File: src/rtl/codec_consts.svh
`ifndef CODEC_CONSTS_SVH
`define CODEC_CONSTS_SVH

// Entries in each character FIFO
`define CODEC_FIFO_DEPTH 8

// APB address width and register offsets
`define CODEC_APB_AW     4
`define CODEC_REG_CTRL   4'h0
`define CODEC_REG_STATUS 4'h4
`define CODEC_REG_TXDATA 4'h8
`define CODEC_REG_RXDATA 4'hC

// Idle comma K28.5 with the K flag in bit 8
`define CODEC_K28_5      9'h1BC

`endif
File: src/rtl/apb_regs_pkg.sv
`default_nettype none

package apb_regs_pkg;

  typedef struct packed {
    logic tx_enable;
  } ctrl_reg_t;

  // Upper three bits are sticky and cleared by writing one
  typedef struct packed {
    logic rx_disp_err;
    logic rx_code_err;
    logic rx_overflow;
    logic rx_empty;
    logic tx_full;
  } status_reg_t;

endpackage

`default_nettype wire

File: src/rtl/codec_pkg.sv
`default_nettype none

package codec_pkg;

  // K flag sits above the data byte
  typedef struct packed {
    logic       k;
    logic [7:0] data;
  } code_char_t;

  // Line symbol {j h g f i e d c b a} with bit a sent first
  typedef logic [9:0] code_sym_t;

  // Received character and its line errors
  typedef struct packed {
    logic       code_err;
    logic       disp_err;
    code_char_t ch;
  } rx_char_t;

endpackage

`default_nettype wire

File: src/rtl/line_codec_top.sv
`timescale 1ns/10ps
`default_nettype none
`include "codec_consts.svh"

module line_codec_top import codec_pkg::*; (
  input  logic                     clk_i,
  input  logic                     reset_i,
  input  logic                     psel_i,
  input  logic                     penable_i,
  input  logic                     pwrite_i,
  input  logic [`CODEC_APB_AW-1:0] paddr_i,
  input  logic [31:0]              pwdata_i,
  output logic [31:0]              prdata_o,
  output logic                     pready_o,
  output logic                     pslverr_o,
  output code_sym_t                tx_symbol_o,
  input  code_sym_t                rx_symbol_i
);

  logic       tx_push, tx_full, tx_pop, tx_empty, tx_enable;
  code_char_t tx_wr_char, tx_head;
  logic       rx_push, rx_full, rx_pop, rx_empty, rx_overflow;
  rx_char_t   rx_wr_char, rx_head;

  codec_apb_regs u_regs (
    .*,
    .tx_push_o     (tx_push),
    .tx_char_o     (tx_wr_char),
    .tx_full_i     (tx_full),
    .rx_pop_o      (rx_pop),
    .rx_char_i     (rx_head),
    .rx_empty_i    (rx_empty),
    .rx_overflow_i (rx_overflow),
    .tx_enable_o   (tx_enable)
  );

  char_fifo #(.payload_t(code_char_t), .DEPTH(`CODEC_FIFO_DEPTH)) u_tx_fifo (
    .clk_i   (clk_i),
    .reset_i (reset_i),
    .push_i  (tx_push),
    .data_i  (tx_wr_char),
    .full_o  (tx_full),
    .pop_i   (tx_pop),
    .data_o  (tx_head),
    .empty_o (tx_empty)
  );

  char_fifo #(.payload_t(rx_char_t), .DEPTH(`CODEC_FIFO_DEPTH)) u_rx_fifo (
    .clk_i   (clk_i),
    .reset_i (reset_i),
    .push_i  (rx_push),
    .data_i  (rx_wr_char),
    .full_o  (rx_full),
    .pop_i   (rx_pop),
    .data_o  (rx_head),
    .empty_o (rx_empty)
  );

  link_lane u_lane (
    .*,
    .tx_enable_i   (tx_enable),
    .tx_char_i     (tx_head),
    .tx_empty_i    (tx_empty),
    .tx_pop_o      (tx_pop),
    .rx_push_o     (rx_push),
    .rx_char_o     (rx_wr_char),
    .rx_full_i     (rx_full),
    .rx_overflow_o (rx_overflow)
  );

endmodule

`default_nettype wire

File: src/rtl/link_lane.sv
`timescale 1ns/10ps
`default_nettype none
`include "codec_consts.svh"

module link_lane import codec_pkg::*; (
  input  logic       clk_i,
  input  logic       reset_i,
  input  logic       tx_enable_i,
  input  code_char_t tx_char_i,
  input  logic       tx_empty_i,
  output logic       tx_pop_o,
  output code_sym_t  tx_symbol_o,
  input  code_sym_t  rx_symbol_i,
  output logic       rx_push_o,
  output rx_char_t   rx_char_o,
  input  logic       rx_full_i,
  output logic       rx_overflow_o
);

  // K28.5 at negative disparity, 001111 1010 in line order
  localparam code_sym_t COMMA_NEG = 10'b0101_111100;

  code_char_t tx_char;
  code_sym_t  tx_sym;
  logic       tx_disp_q, tx_disp_next;
  logic       rx_disp_q, rx_disp_next;
  logic       rx_comma;

  // Idle comma whenever there is nothing to send
  assign tx_pop_o = tx_enable_i & ~tx_empty_i;
  assign tx_char  = tx_pop_o ? tx_char_i : code_char_t'(`CODEC_K28_5);

  encoder_8b10b u_encoder (
    .in_char_i (tx_char),
    .disp_i    (tx_disp_q),
    .symbol_o  (tx_sym),
    .disp_o    (tx_disp_next)
  );

  decoder_10b8b u_decoder (
    .symbol_i  (rx_symbol_i),
    .disp_i    (rx_disp_q),
    .rx_char_o (rx_char_o),
    .disp_o    (rx_disp_next)
  );

  // Commas are dropped even when they carry a disparity error
  assign rx_comma      = ~rx_char_o.code_err & (rx_char_o.ch == code_char_t'(`CODEC_K28_5));
  assign rx_push_o     = ~rx_comma & ~rx_full_i;
  assign rx_overflow_o = ~rx_comma & rx_full_i;

  always_ff @(posedge clk_i) begin
    if (reset_i) begin
      tx_symbol_o <= COMMA_NEG;
      tx_disp_q   <= 1'b0;
      rx_disp_q   <= 1'b0;
    end else begin
      tx_symbol_o <= tx_sym;
      tx_disp_q   <= tx_disp_next;
      rx_disp_q   <= rx_disp_next;
    end
  end

endmodule

`default_nettype wire

File: src/rtl/codec_apb_regs.sv
`timescale 1ns/10ps
`default_nettype none
`include "codec_consts.svh"

module codec_apb_regs
  import codec_pkg::*;
  import apb_regs_pkg::*;
(
  input  logic                     clk_i,
  input  logic                     reset_i,
  input  logic                     psel_i,
  input  logic                     penable_i,
  input  logic                     pwrite_i,
  input  logic [`CODEC_APB_AW-1:0] paddr_i,
  input  logic [31:0]              pwdata_i,
  output logic [31:0]              prdata_o,
  output logic                     pready_o,
  output logic                     pslverr_o,
  output logic                     tx_push_o,
  output code_char_t               tx_char_o,
  input  logic                     tx_full_i,
  output logic                     rx_pop_o,
  input  rx_char_t                 rx_char_i,
  input  logic                     rx_empty_i,
  input  logic                     rx_overflow_i,
  output logic                     tx_enable_o
);

  logic        access, wr, rd, clr_status;
  logic        sel_ctrl, sel_status, sel_tx, sel_rx, mapped;
  ctrl_reg_t   ctrl_q;
  status_reg_t status, status_wr;
  logic        ovf_q, code_err_q, disp_err_q;

  // Zero wait states so every access ends in its access phase
  assign access = psel_i & penable_i;
  assign wr     = access & pwrite_i;
  assign rd     = access & ~pwrite_i;

  assign sel_ctrl   = (paddr_i == `CODEC_REG_CTRL);
  assign sel_status = (paddr_i == `CODEC_REG_STATUS);
  assign sel_tx     = (paddr_i == `CODEC_REG_TXDATA);
  assign sel_rx     = (paddr_i == `CODEC_REG_RXDATA);
  assign mapped     = sel_ctrl | sel_status | sel_tx | sel_rx;

  assign pready_o  = 1'b1;
  assign pslverr_o = access & (~mapped | (pwrite_i & sel_tx & tx_full_i));

  assign tx_push_o   = wr & sel_tx & ~tx_full_i;
  assign tx_char_o   = code_char_t'(pwdata_i[8:0]);
  assign rx_pop_o    = rd & sel_rx & ~rx_empty_i;
  assign tx_enable_o = ctrl_q.tx_enable;

  assign status.tx_full     = tx_full_i;
  assign status.rx_empty    = rx_empty_i;
  assign status.rx_overflow = ovf_q;
  assign status.rx_code_err = code_err_q;
  assign status.rx_disp_err = disp_err_q;

  assign status_wr  = status_reg_t'(pwdata_i[4:0]);
  assign clr_status = wr & sel_status;

  always_comb begin
    case (paddr_i)
      `CODEC_REG_CTRL:   prdata_o = {31'd0, ctrl_q};
      `CODEC_REG_STATUS: prdata_o = {27'd0, status};
      `CODEC_REG_RXDATA: prdata_o = rx_empty_i ? 32'd0 : {21'd0, rx_char_i};
      default:           prdata_o = 32'd0;
    endcase
  end

  // Sticky bits set on the popped character and a new event wins over a clear
  always_ff @(posedge clk_i) begin
    if (reset_i) begin
      ctrl_q     <= '0;
      ovf_q      <= 1'b0;
      code_err_q <= 1'b0;
      disp_err_q <= 1'b0;
    end else begin
      if (wr && sel_ctrl) begin
        ctrl_q <= ctrl_reg_t'(pwdata_i[0]);
      end
      ovf_q      <= rx_overflow_i | (ovf_q & ~(clr_status & status_wr.rx_overflow));
      code_err_q <= (rx_pop_o & rx_char_i.code_err) |
                    (code_err_q & ~(clr_status & status_wr.rx_code_err));
      disp_err_q <= (rx_pop_o & rx_char_i.disp_err) |
                    (disp_err_q & ~(clr_status & status_wr.rx_disp_err));
    end
  end

endmodule

`default_nettype wire

File: src/rtl/char_fifo.sv
`timescale 1ns/10ps
`default_nettype none

module char_fifo #(
  parameter type payload_t = logic [7:0],
  parameter int  DEPTH     = 8
) (
  input  logic     clk_i,
  input  logic     reset_i,
  input  logic     push_i,
  input  payload_t data_i,
  output logic     full_o,
  input  logic     pop_i,
  output payload_t data_o,
  output logic     empty_o
);

  localparam int AW = (DEPTH > 1) ? $clog2(DEPTH) : 1;
  localparam int CW = $clog2(DEPTH + 1);

  payload_t      mem [DEPTH];
  logic [AW-1:0] wr_ptr, rd_ptr;
  logic [CW-1:0] count;
  logic          do_push, do_pop;

  assign full_o  = (count == CW'(DEPTH));
  assign empty_o = (count == '0);
  assign do_push = push_i & ~full_o;
  assign do_pop  = pop_i & ~empty_o;
  assign data_o  = mem[rd_ptr];

  always_ff @(posedge clk_i) begin
    if (do_push) begin
      mem[wr_ptr] <= data_i;
    end
  end

  // Pointers wrap at DEPTH so any depth works
  always_ff @(posedge clk_i) begin
    if (reset_i) begin
      wr_ptr <= '0;
      rd_ptr <= '0;
      count  <= '0;
    end else begin
      if (do_push) begin
        wr_ptr <= (wr_ptr == AW'(DEPTH - 1)) ? '0 : wr_ptr + 1'b1;
      end
      if (do_pop) begin
        rd_ptr <= (rd_ptr == AW'(DEPTH - 1)) ? '0 : rd_ptr + 1'b1;
      end
      count <= count + CW'(do_push) - CW'(do_pop);
    end
  end

endmodule

`default_nettype wire

File: src/rtl/decoder_10b8b.sv
`timescale 1ns/10ps
`default_nettype none

module decoder_10b8b import codec_pkg::*; (
  input  code_sym_t symbol_i,
  input  logic      disp_i,
  output rx_char_t  rx_char_o,
  output logic      disp_o
);

  logic [5:0] s6;
  logic [3:0] s4, s4_lut;
  logic [4:0] d5;
  logic [2:0] d3;
  logic [2:0] ones6, ones4;
  logic       ok6, ok4, k28, alt7, rd6, err6, err4;

  // Subblocks in line order, a and f leftmost as in the code tables
  assign s6 = {symbol_i[0], symbol_i[1], symbol_i[2], symbol_i[3], symbol_i[4], symbol_i[5]};
  assign s4 = {symbol_i[6], symbol_i[7], symbol_i[8], symbol_i[9]};

  always_comb begin
    d5  = 5'd0;
    ok6 = 1'b1;
    case (s6)
      6'b100111, 6'b011000: d5 = 5'd0;
      6'b011101, 6'b100010: d5 = 5'd1;
      6'b101101, 6'b010010: d5 = 5'd2;
      6'b110001:            d5 = 5'd3;
      6'b110101, 6'b001010: d5 = 5'd4;
      6'b101001:            d5 = 5'd5;
      6'b011001:            d5 = 5'd6;
      6'b111000, 6'b000111: d5 = 5'd7;
      6'b111001, 6'b000110: d5 = 5'd8;
      6'b100101:            d5 = 5'd9;
      6'b010101:            d5 = 5'd10;
      6'b110100:            d5 = 5'd11;
      6'b001101:            d5 = 5'd12;
      6'b101100:            d5 = 5'd13;
      6'b011100:            d5 = 5'd14;
      6'b010111, 6'b101000: d5 = 5'd15;
      6'b011011, 6'b100100: d5 = 5'd16;
      6'b100011:            d5 = 5'd17;
      6'b010011:            d5 = 5'd18;
      6'b110010:            d5 = 5'd19;
      6'b001011:            d5 = 5'd20;
      6'b101010:            d5 = 5'd21;
      6'b011010:            d5 = 5'd22;
      6'b111010, 6'b000101: d5 = 5'd23;
      6'b110011, 6'b001100: d5 = 5'd24;
      6'b100110:            d5 = 5'd25;
      6'b010110:            d5 = 5'd26;
      6'b110110, 6'b001001: d5 = 5'd27;
      6'b001110, 6'b001111, 6'b110000: d5 = 5'd28;
      6'b101110, 6'b010001: d5 = 5'd29;
      6'b011110, 6'b100001: d5 = 5'd30;
      6'b101011, 6'b010100: d5 = 5'd31;
      default:              ok6 = 1'b0;
    endcase
  end

  assign k28 = (s6 == 6'b001111) || (s6 == 6'b110000);

  // K28 at positive disparity sends its 4b subblock inverted
  assign s4_lut = (s6 == 6'b110000) ? ~s4 : s4;

  always_comb begin
    d3  = 3'd0;
    ok4 = 1'b1;
    case (s4_lut)
      4'b1011, 4'b0100: d3 = 3'd0;
      4'b1001:          d3 = 3'd1;
      4'b0101:          d3 = 3'd2;
      4'b1100, 4'b0011: d3 = 3'd3;
      4'b1101, 4'b0010: d3 = 3'd4;
      4'b1010:          d3 = 3'd5;
      4'b0110:          d3 = 3'd6;
      4'b1110, 4'b0001, 4'b0111, 4'b1000: d3 = 3'd7;
      default:          ok4 = 1'b0;
    endcase
  end

  assign alt7 = (s4_lut == 4'b0111) || (s4_lut == 4'b1000);

  // Unbalanced subblocks set the disparity and balanced ones keep it
  assign ones6  = 3'($countones(s6));
  assign ones4  = 3'($countones(s4));
  assign rd6    = (ones6 > 3'd3) ? 1'b1 : ((ones6 < 3'd3) ? 1'b0 : disp_i);
  assign disp_o = (ones4 > 3'd2) ? 1'b1 : ((ones4 < 3'd2) ? 1'b0 : rd6);

  assign err6 = ((ones6 > 3'd3) & disp_i) | ((ones6 < 3'd3) & ~disp_i) |
                ((s6 == 6'b111000) & disp_i) | ((s6 == 6'b000111) & ~disp_i);
  assign err4 = ((ones4 > 3'd2) & rd6) | ((ones4 < 3'd2) & ~rd6) |
                ((s4 == 4'b1100) & rd6) | ((s4 == 4'b0011) & ~rd6);

  // Table misses also cover any subblock imbalance above two
  assign rx_char_o.code_err = ~ok6 | ~ok4;
  assign rx_char_o.disp_err = err6 | err4;
  assign rx_char_o.ch.data  = {d3, d5};
  assign rx_char_o.ch.k     = k28 | (alt7 & ((d5 == 5'd23) | (d5 == 5'd27) |
                                             (d5 == 5'd29) | (d5 == 5'd30)));

endmodule

`default_nettype wire

File: src/rtl/encoder_8b10b.sv
`timescale 1ns/10ps
`default_nettype none

module encoder_8b10b import codec_pkg::*; (
  input  code_char_t in_char_i,
  input  logic       disp_i,
  output code_sym_t  symbol_o,
  output logic       disp_o
);

  logic a, b, c, d, e, f, g, h, k;
  logic a_eq_b, c_eq_d;
  logic l22, l40, l04, l13, l31;
  logic ed_only, e_unbal;
  logic a6, b6, c6, d6, e6, i6;
  logic f4, g4, h4, j4;
  logic nd1s6, pd1s6, ndos6, pdos6;
  logic nd1s4, pd1s4, ndos4, pdos4;
  logic alt7, compl6, compl4, disp6;

  assign {h, g, f, e, d, c, b, a} = in_char_i.data;
  assign k = in_char_i.k;

  // Classify ABCD by its count of ones
  assign a_eq_b  = ~(a ^ b);
  assign c_eq_d  = ~(c ^ d);
  assign l22     = (a & b & ~c & ~d) | (c & d & ~a & ~b) | (~a_eq_b & ~c_eq_d);
  assign l40     = a & b & c & d;
  assign l04     = ~(a | b | c | d);
  assign l13     = (~a_eq_b & ~c & ~d) | (~c_eq_d & ~a & ~b);
  assign l31     = (~a_eq_b & c & d) | (~c_eq_d & a & b);
  assign ed_only = e & d & ~c & ~b & ~a;
  assign e_unbal = e & ~l22 & ~l13;

  // 5b/6b subblock before complementing
  assign a6 = a;
  assign b6 = (b & ~l40) | l04;
  assign c6 = l04 | c | ed_only;
  assign d6 = d & ~(a & b & c);
  assign e6 = (e | l13) & ~ed_only;
  assign i6 = (l22 & ~e) | (e & ~d & ~c & ~(a & b)) | (e & l40) |
              (k & e & d & c & ~b & ~a) | (e & ~d & c & ~b & ~a);

  assign pd1s6 = ed_only | (~e & ~l22 & ~l31);
  assign nd1s6 = k | e_unbal | (~e & ~d & c & b & a);
  assign ndos6 = pd1s6;
  assign pdos6 = k | e_unbal;

  // Alternate 7 breaks up a run of five equal bits
  assign alt7 = f & g & h & (k | (disp_i ? (~e & d & l31) : (e & ~d & l13)));

  // 3b/4b subblock
  assign f4 = f & ~alt7;
  assign g4 = g | ~(f | g | h);
  assign h4 = h;
  assign j4 = (~h & (f ^ g)) | alt7;

  assign nd1s4 = f & g;
  assign pd1s4 = ~(f | g) | (k & (f ^ g));
  assign ndos4 = ~(f | g);
  assign pdos4 = f & g & h;

  // Each subblock is complemented against the disparity it starts from
  assign compl6 = disp_i ? nd1s6 : pd1s6;
  assign disp6  = disp_i ^ (ndos6 | pdos6);
  assign compl4 = disp6 ? nd1s4 : pd1s4;
  assign disp_o = disp6 ^ (ndos4 | pdos4);

  assign symbol_o = {{j4, h4, g4, f4} ^ {4{compl4}}, {i6, e6, d6, c6, b6, a6} ^ {6{compl6}}};

endmodule

`default_nettype wire

File: config.mk
export PLATFORM = sky130hd
export DESIGN_NAME = line_codec_top
export DESIGN_NICKNAME = d
export VERILOG_FILES = /design/src/rtl/apb_regs_pkg.sv /design/src/rtl/codec_pkg.sv /design/src/rtl/line_codec_top.sv /design/src/rtl/link_lane.sv /design/src/rtl/codec_apb_regs.sv /design/src/rtl/char_fifo.sv /design/src/rtl/decoder_10b8b.sv /design/src/rtl/encoder_8b10b.sv
export VERILOG_INCLUDE_DIRS = /design/src /design/src/rtl
export SDC_FILE = /design/constraint.sdc
export NUM_CORES = 1
export LEC_CHECK = 0
export BUFFER_PORTS_ARGS = -buffer_cell sky130_fd_sc_hd__buf_4
export CORE_MARGIN = 1
export CORE_UTILIZATION = 55
export DETAILED_ROUTE_END_ITERATION = 12
export PLACE_DENSITY = 0.85
export SYNTH_ARGS = -nofsm -noshare
export SYNTH_HDL_FRONTEND = slang
export SYNTH_SLANG_ARGS = --single-unit
File: constraint.sdc
create_clock -name clk_i -period 7.35 [get_ports clk_i]
set_input_delay 1.47 -clock clk_i [delete_from_list [all_inputs] [get_ports clk_i]]
set_output_delay 1.47 -clock clk_i [all_outputs]
set_load 0.02 [all_outputs]
# Yosys cells after proc, flatten, opt, wreduce, memory -nomap -nowiden

Memories as Yosys holds them, arrays and structs flattened. A register that Yosys moved wholly into a read port is not among the register bits.
Cells that the tools add are included.

Bits of input ports: 51
Memories kept: 2
Logic and storage cells: 340
Output and inout bits: 44
Register bits after elaboration: 36
RAM bits: 160

Memories:

| name          | words | bits a word | rd ports | clocked after Yosys merged registers in | write ports | line            | text |
|---|---|---|---|---|---|---|---|
| u_rx_fifo.mem | 8     | 11          | 1        | 1                                       | 1           | char_fifo.sv:21 | `payload_t mem [DEPTH];` |
| u_tx_fifo.mem | 8     | 9           | 1        | 1                                       | 1           | char_fifo.sv:21 |  |

Order comparisons: 4
Equality and inequality tests: 78
Add/sub/neg operators: 16
Reduce and logical (&&, ||, !) cells: 25
Bitwise gates (word level): 175
Muxes and demuxes: 27

Operator list:

| cell                | number |
|---|---|
| $pmux 5 s31         | 1 |
| $eq 6x6->1 const B  | 24 |
| $pmux 32 s3         | 1 |
| $and 1x1->1         | 90 |
| $eq 6x5->1 const B  | 14 |
| $eq 4x4->1 const B  | 12 |
| $reduce_or 48->1    | 1 |
| $or 1x1->1          | 45 |
| $eq 6x4->1 const B  | 7 |
| $not 1->1           | 32 |
| $reduce_or 2->1     | 15 |
| $mux 3              | 8 |
| $pmux 3 s7          | 1 |
| $eq 4x3->1 const B  | 5 |
| $eq 5x5->1 const B  | 4 |
| $eq 6x3->1 const B  | 3 |
| $reduce_or 14->1    | 1 |
| $mux 1              | 13 |
| $add 3x1->3 const B | 4 |
| $eq 3x3->1 const B  | 4 |
| $eq 4x2->1 const B  | 3 |
| $logic_not 4->1     | 3 |
| $mux 11             | 1 |
| $add 1x1->2         | 5 |
| 18 further kinds    | 28 |

# Depth between registers and ports, before layout

Word-level depth: 17
Depth in mapped cells: 16

# Modules after synthesis

From an unflattened synthesis, not the netlist that was laid out.

Cells, all modules: 773
Area total of the unflattened synthesis: 10425.0 um^2

Modules (own cells, without submodules):

| module                 | cells an instance | area each (um^2) | sequential area each (um^2) | instances |
|---|---|---|---|---|
| char_fifo at u_rx_fifo | 205               | 4056.4           | 2902.8                      | 1 |
| char_fifo at u_tx_fifo | 183               | 3467.1           | 2422.3                      | 1 |
| decoder_10b8b          | 190               | 1252.5           | 0.0                         | 1 |
| codec_apb_regs         | 80                | 621.8            | 80.1                        | 1 |
| encoder_8b10b          | 74                | 590.6            | 0.0                         | 1 |
| link_lane              | 41                | 436.7            | 240.2                       | 1 |

# Least setup slack after synthesis

OpenSTA, ideal clock, no wires.

Path kind: input to register
Start: input rx_symbol_i[0]
End: memory u_rx_fifo.mem[6][0] (netlist bit), enable pin
Cell stages on the path: 10
Path slack: 2926 ps
Buffers on the path: 2
Arrival time: 4028 ps
Cells stage by stage: ha_1 clkbuf_1 and3_1 clkbuf_1 nor2_1 a31oi_1 nor2_1 a21oi_1 nand2_1 nor3b_1

Longest elaborated chain between the ends: 16

Ends and longest elaborated chain:

| item                                               | line                                     | text |
|---|---|---|
| from (decl)                                        | line_codec_top.sv:17                     | `input code_sym_t rx_symbol_i` |
| $eq 6x4->1 (tied with other cells)                 | decoder_10b8b.sv:25, decoder_10b8b.sv:62 |  |
| $reduce_or 3->1 or $reduce_or 2->1 (tied branches) | decoder_10b8b.sv:25                      | `case (s6)` |
| $pmux 5 s31                                        | decoder_10b8b.sv:25                      |  |
| $eq 5x5->1                                         | decoder_10b8b.sv:100                     | `assign rx_char_o.ch.k = k28 \| (alt7 & ((d5 == 5'd23) \| (d5 == 5'd27) \|` |
| $or 1x1->1 (2 in series)                           | decoder_10b8b.sv:100                     |  |
| $or 1x1->1                                         | decoder_10b8b.sv:101                     | `(d5 == 5'd29) \| (d5 == 5'd30)));` |
| $and 1x1->1                                        | decoder_10b8b.sv:100                     |  |
| $or 1x1->1                                         | decoder_10b8b.sv:100                     |  |
| $eq 9x9->1                                         | link_lane.sv:48                          | `` assign rx_comma = ~rx_char_o.code_err & (rx_char_o.ch == code_char_t'(`CODEC_K28_5)); `` |
| $and 1x1->1 (*)                                    | link_lane.sv:48                          |  |
| $not 1->1 (*)                                      | link_lane.sv:49                          | `assign rx_push_o = ~rx_comma & ~rx_full_i;` |
| $and 1x1->1 (*)                                    | link_lane.sv:49                          |  |
| $and 1x1->1 (*)                                    | char_fifo.sv:28                          | `assign do_push = push_i & ~full_o;` |
| via u_rx_fifo.do_push                              | char_fifo.sv:24                          | `logic do_push, do_pop;` |
| $mux 1 (*)                                         | char_fifo.sv:33                          | `if (do_push) begin` |
| $mux 1 (implied by the code) (*)                   | char_fifo.sv:34                          | `mem[wr_ptr] <= data_i;` |
| to (decl)                                          | char_fifo.sv:21                          |  |

The timed path passes the listed nets; every way through them passes the cells marked *.

# Worst setup path after layout

Start: register u_tx_fifo.count[2]
End: register u_lane.tx_symbol_o[6]

Longest elaborated chain between the ends: 17

Ends and longest elaborated chain:

| item                                                | line                                                          | text |
|---|---|---|
| from (decl)                                         | char_fifo.sv:23                                               | `logic [CW-1:0] count;` |
| from (signal assigned)                              | char_fifo.sv:51                                               | `count <= count + CW'(do_push) - CW'(do_pop);` |
| $logic_not 4->1 (*)                                 | char_fifo.sv:27                                               | `assign empty_o = (count == '0);` |
| $not 1->1 (*)                                       | link_lane.sv:30                                               | `assign tx_pop_o = tx_enable_i & ~tx_empty_i;` |
| $and 1x1->1 (*)                                     | link_lane.sv:30                                               |  |
| $mux 9 (*)                                          | link_lane.sv:31                                               | `` assign tx_char = tx_pop_o ? tx_char_i : code_char_t'(`CODEC_K28_5); `` |
| $and 1x1->1 or $not 1->1 (tied branches)            | encoder_8b10b.sv:27, encoder_8b10b.sv:30, encoder_8b10b.sv:32 |  |
| $and 1x1->1 (2 in series)                           | encoder_8b10b.sv:27                                           | `assign l22 = (a & b & ~c & ~d) \| (c & d & ~a & ~b) \| (~a_eq_b & ~c_eq_d);` |
| $or 1x1->1 (2 in series)                            | encoder_8b10b.sv:27                                           |  |
| $not 1->1                                           | encoder_8b10b.sv:33, encoder_8b10b.sv:44                      |  |
| $and 1x1->1, on equally long branches (2 in series) | encoder_8b10b.sv:44, encoder_8b10b.sv:33                      |  |
| $or 1x1->1, on equally long branches                | encoder_8b10b.sv:44, encoder_8b10b.sv:47                      |  |
| $or 1x1->1                                          | encoder_8b10b.sv:65                                           | `assign disp6 = disp_i ^ (ndos6 \| pdos6);` |
| $xor 1x1->1                                         | encoder_8b10b.sv:65                                           |  |
| $mux 1                                              | encoder_8b10b.sv:66                                           | `assign compl4 = disp6 ? nd1s4 : pd1s4;` |
| $xor 4x4->4 (*)                                     | encoder_8b10b.sv:69                                           | `assign symbol_o = {{j4, h4, g4, f4} ^ {4{compl4}}, {i6, e6, d6, c6, b6, a6} ^ {6{compl6}}};` |
| to (signal assigned)                                | link_lane.sv:58                                               | `tx_symbol_o <= tx_sym;` |
| to (decl)                                           | link_lane.sv:12                                               | `output code_sym_t tx_symbol_o,` |

Mark *: on every way between the ends. The rest lies on a longest branch, timed or not.
A chain may end at the register's enable or synchronous reset.

==> impl_metrics.ini <==
[power_and_ir_drop]
leakage_nw = 3.96
power_w = 0.00288
power_frac_clock_pct = 37.1
peakVddDrop_uv = 204
p_int_w = 0.00216
switching_share_pct = 24.9
p_comb_share_pct = 14.2
switchingPower_w = 0.000719
p_per_area_nw_per_um2 = 256
p_seq_share_pct = 48.7

[logic_synthesis]
synth-adder-area-share_pct = 5.52
synth_area_leader_cell = edfxtp_1
synth_top_family_by_area = simple AND/OR/NAND/NOR gates
synth.most_common_cell = edfxtp_1
ys_top_cells_by_area = edfxtp_1 48%, dfxtp_1 8.3%, mux4_2 8.2%
synth-main-ff-cell = edfxtp_1
ys.warnings.count = 0
async_flop_share_pct = 0
synthDistinctLibCells = 73
synth_compound_area_share_pct = 8.76
synth_edf_count = 160
synth_top_area_share_pct = 47.6
muxShareOfSynthArea_pct = 11.7
avgSynthCellArea_um2 = 12.5
synth-simple-area-share_pct = 11.8
synth_seq_cells = 202
synth_xor_area_share_pct = 1.26
synth_commonest_cells = 160 x edfxtp_1, 69 x nor2_1, 62 x nand2_1, 42 x dfxtp_1, 42 x inv_1
yosysSeqAreaShare_pct = 55.9
synthCells = 806
synth_area_um2 = 10100

[run_status]
status = finished, final reports clean

[placement]
numPortBuffers = 49
hpwl_um = 13900
gp_congestion = 0.914
place_ws_ns = 2.44

[routing]
drt_iter0_drc = 610
ant_nets = 0
wl_met2_um = 10700
wl_met1_um = 9070
vias = 6580
route.met3.wl_um = 1250
routed_via_density = 6.06
drc = 0
wl_per_cell_um = 19.9
drt-pass1-iter-count = 5
top_layer_used = met4
drt_wl_total_um = 21600

[grt]
antenna_found_initial = 0
grt_use_total_pct = 23.5
grt_pass1_vias = 6396
grt_max_degree = 39
gr-total-overflow = 0
grt_pass1_wl_um = 33700

[clock_tree]
ctsRootBufferMaster = clkbuf_16
ctsHoldBuffers = 0
cts_resized = 0
cts_setup_buffers = 0
cts.clk_slew.worst_paths_ns = 0.06
htreeDepth = 1
clockBufferDepth = 3
clock-sinks = 202
clk-insertion-delay-late_ns = 0.50
numCtsBuffers = 21
cts_tree = done

[worst_setup_path]
critPathMaxStageDelay_ns = 1.03
end_kind = flop
slowest_stage = nor4_2
crit_chain = inv_1 > ha_1 > or3b_2 > nand2_1 > nor4_2 > inv_1 > ha_1 > inv_1 > or4_1 > a311oi_1 > a311oi_1 > o21ai_0 > nor3_1 > or3b_1
worstPathMaxFanout = 12
path_class = reg2reg
cp_common_cell = inv_1
cp-start-kind = flop
critPathRequiredTime_ns = 7.71
cp.arrival_ns = 4.94

[die]
fp.dieArea_um2 = 18900
io-pin-count = 95
fp.dieW_um = 138
fp-row-count = 49
start_util_pct = 56.2
die_y_um = 138
core_region_area_um2 = 18000

[hold_path]
min_path_type = reg2reg

[timing]
fin_crit_sh_pct = 62.2
drv_slew = 0
slew_headroom_pct = 12.3
layout_setup_ws_ns = 2.78
hold_violations = 0
fin_crit_ns = 4.57
clock_skew_ns = 0.0226
rsz0062_at_grt = false
tns_ns = 0
fmax_ghz = 0.219
setup_viol = 0
whs_ns = 0.490
tightest_slew_ns = 1.29

[finish]
final_nets = 934
num_antenna_cells = 0
drive_gt1_share_pct = 17.2
post-route-util_pct = 62.7
syn_to_final_growth_pct = 11.6

[job]
max_cap_violations = 0
[registers in the layout, indices dropped and copies added, names as in the netlist, named ones only]
| register | flops |
|---|---|
| u_regs.tx_enable_o | 1 |
| u_regs.ovf_q | 1 |
| u_rx_fifo.wr_ptr | 3 |
| u_rx_fifo.count | 4 |
| u_regs.disp_err_q | 1 |
| u_tx_fifo.mem | 72 |
| u_lane.rx_disp_q | 1 |
| u_rx_fifo.mem | 88 |
| u_lane.tx_disp_q | 1 |
| u_tx_fifo.count | 4 |
| u_rx_fifo.rd_ptr | 3 |
| u_tx_fifo.rd_ptr | 3 |
| u_regs.code_err_q | 1 |
| u_tx_fifo.wr_ptr | 3 |
| u_lane.tx_symbol_o | 10 |
[power groups by stage]
stage / clock (W) / sequential [W] / combinational [W]
6_report: 0.00107 / 0.00140 / 0.000410
5_1_grt: 0.00112 / 0.00141 / 0.000451
4_1_cts: 0.00108 / 0.00140 / 0.000410
3_5_place_dp: 0 / 0.00142 / 0.000407
3_3_place_gp: 0 / 0.00142 / 0.000389
2_1_floorplan: 0 / 0.00141 / 0.000288
[kinds of logic after synthesis]
group | count (synthesis)
xor gates and xnor gates | 13
other | 2
and+or+nand+nor | 240
AOI/OAI and AO/OA | 130
DFF | 202
adders and majority gates | 41
buffers and inverters | 107
muxes | 71
[worst max-delay path: cells and delay by family (launching register included)]
family / cells / cell delay (ns)
fa+ha+maj: 2 / 0.64
buf+inv: 3 / 0.40
flops: 1 / 0.31
simple gates: 6 / 2.43
compound gates: 3 / 0.66
[final timing paths]
| path | from | end | slack (ns) | cells after the start |
|---|---|---|---|---|
| setup / recovery | u_tx_fifo.count[2] | u_lane.tx_symbol_o[6] | 2.78 | 14 |
| setup reg to reg | u_tx_fifo.count[2] | u_lane.tx_symbol_o[6] | 2.78 | 14 |
| hold / removal | u_tx_fifo.rd_ptr[2] | u_tx_fifo.rd_ptr[2] | 0.49 | 2 |
| hold reg to reg | u_tx_fifo.rd_ptr[2] | u_tx_fifo.rd_ptr[2] | 0.49 | 2 |
[layer usage]
| layer | GRT usage, % | up-vias |
|---|---|---|
| met4 | 7.45 | 0 |
| met3 | 2.72 | 44 |
| met5 | 0 | - |
| met1 | 31.5 | 3213 |
| met2 | 40.0 | 277 |
| li1 | - | 3046 |
[final cells by class]
class | instances | area (um^2)
fill | 1259 | 6690
tap | 229 | 287
clock inverter | 11 | 139
sequential | 202 | 5650
multi-input combinational | 517 | 4060
clock buffer | 26 | 554
timing repair buffer | 57 | 428
inverter | 43 | 161
[layout by cell type, fill, tap and decap left out, types with 4 or more instances in the layout]
| master | instances |
|---|---|
| fa_1 | 6 |
| o21ai_0 | 25 |
| nor3_1 | 10 |
| conb_1 | 22 |
| mux2i_1 | 30 |
| a31oi_1 | 8 |
| o32ai_1 | 4 |
| buf_4 | 57 |
| nand3b_1 | 12 |
| ha_1 | 35 |
| inv_1 | 42 |
| o31ai_1 | 5 |
| a211oi_1 | 5 |
| nor2b_1 | 10 |
| dfxtp_1 | 42 |
| o22ai_1 | 6 |
| clkinv_1 | 4 |
| nand2_1 | 62 |
| nand2b_1 | 16 |
| xnor2_1 | 7 |
| mux4_2 | 37 |
| nand3_1 | 17 |
| and2_1 | 5 |
| a21oi_1 | 36 |
| clkbuf_1 | 4 |
| clkbuf_16 | 21 |
| edfxtp_1 | 160 |
| nor3b_2 | 4 |
| a311oi_1 | 5 |
| and3_1 | 5 |
| nand4_1 | 6 |
| xor2_1 | 5 |
| o211ai_1 | 4 |
| nor2_1 | 69 |
[through the flow]
step                      std cells  instance area [um^2]
after floorplan                 826                 10200
after global placement         1048                 10600
after detailed placement       1048                 10600
after CTS                      1085                 11300
after global routing           1085                 11300
final                          1085                 11300
(Power assumes the default switching activity.)
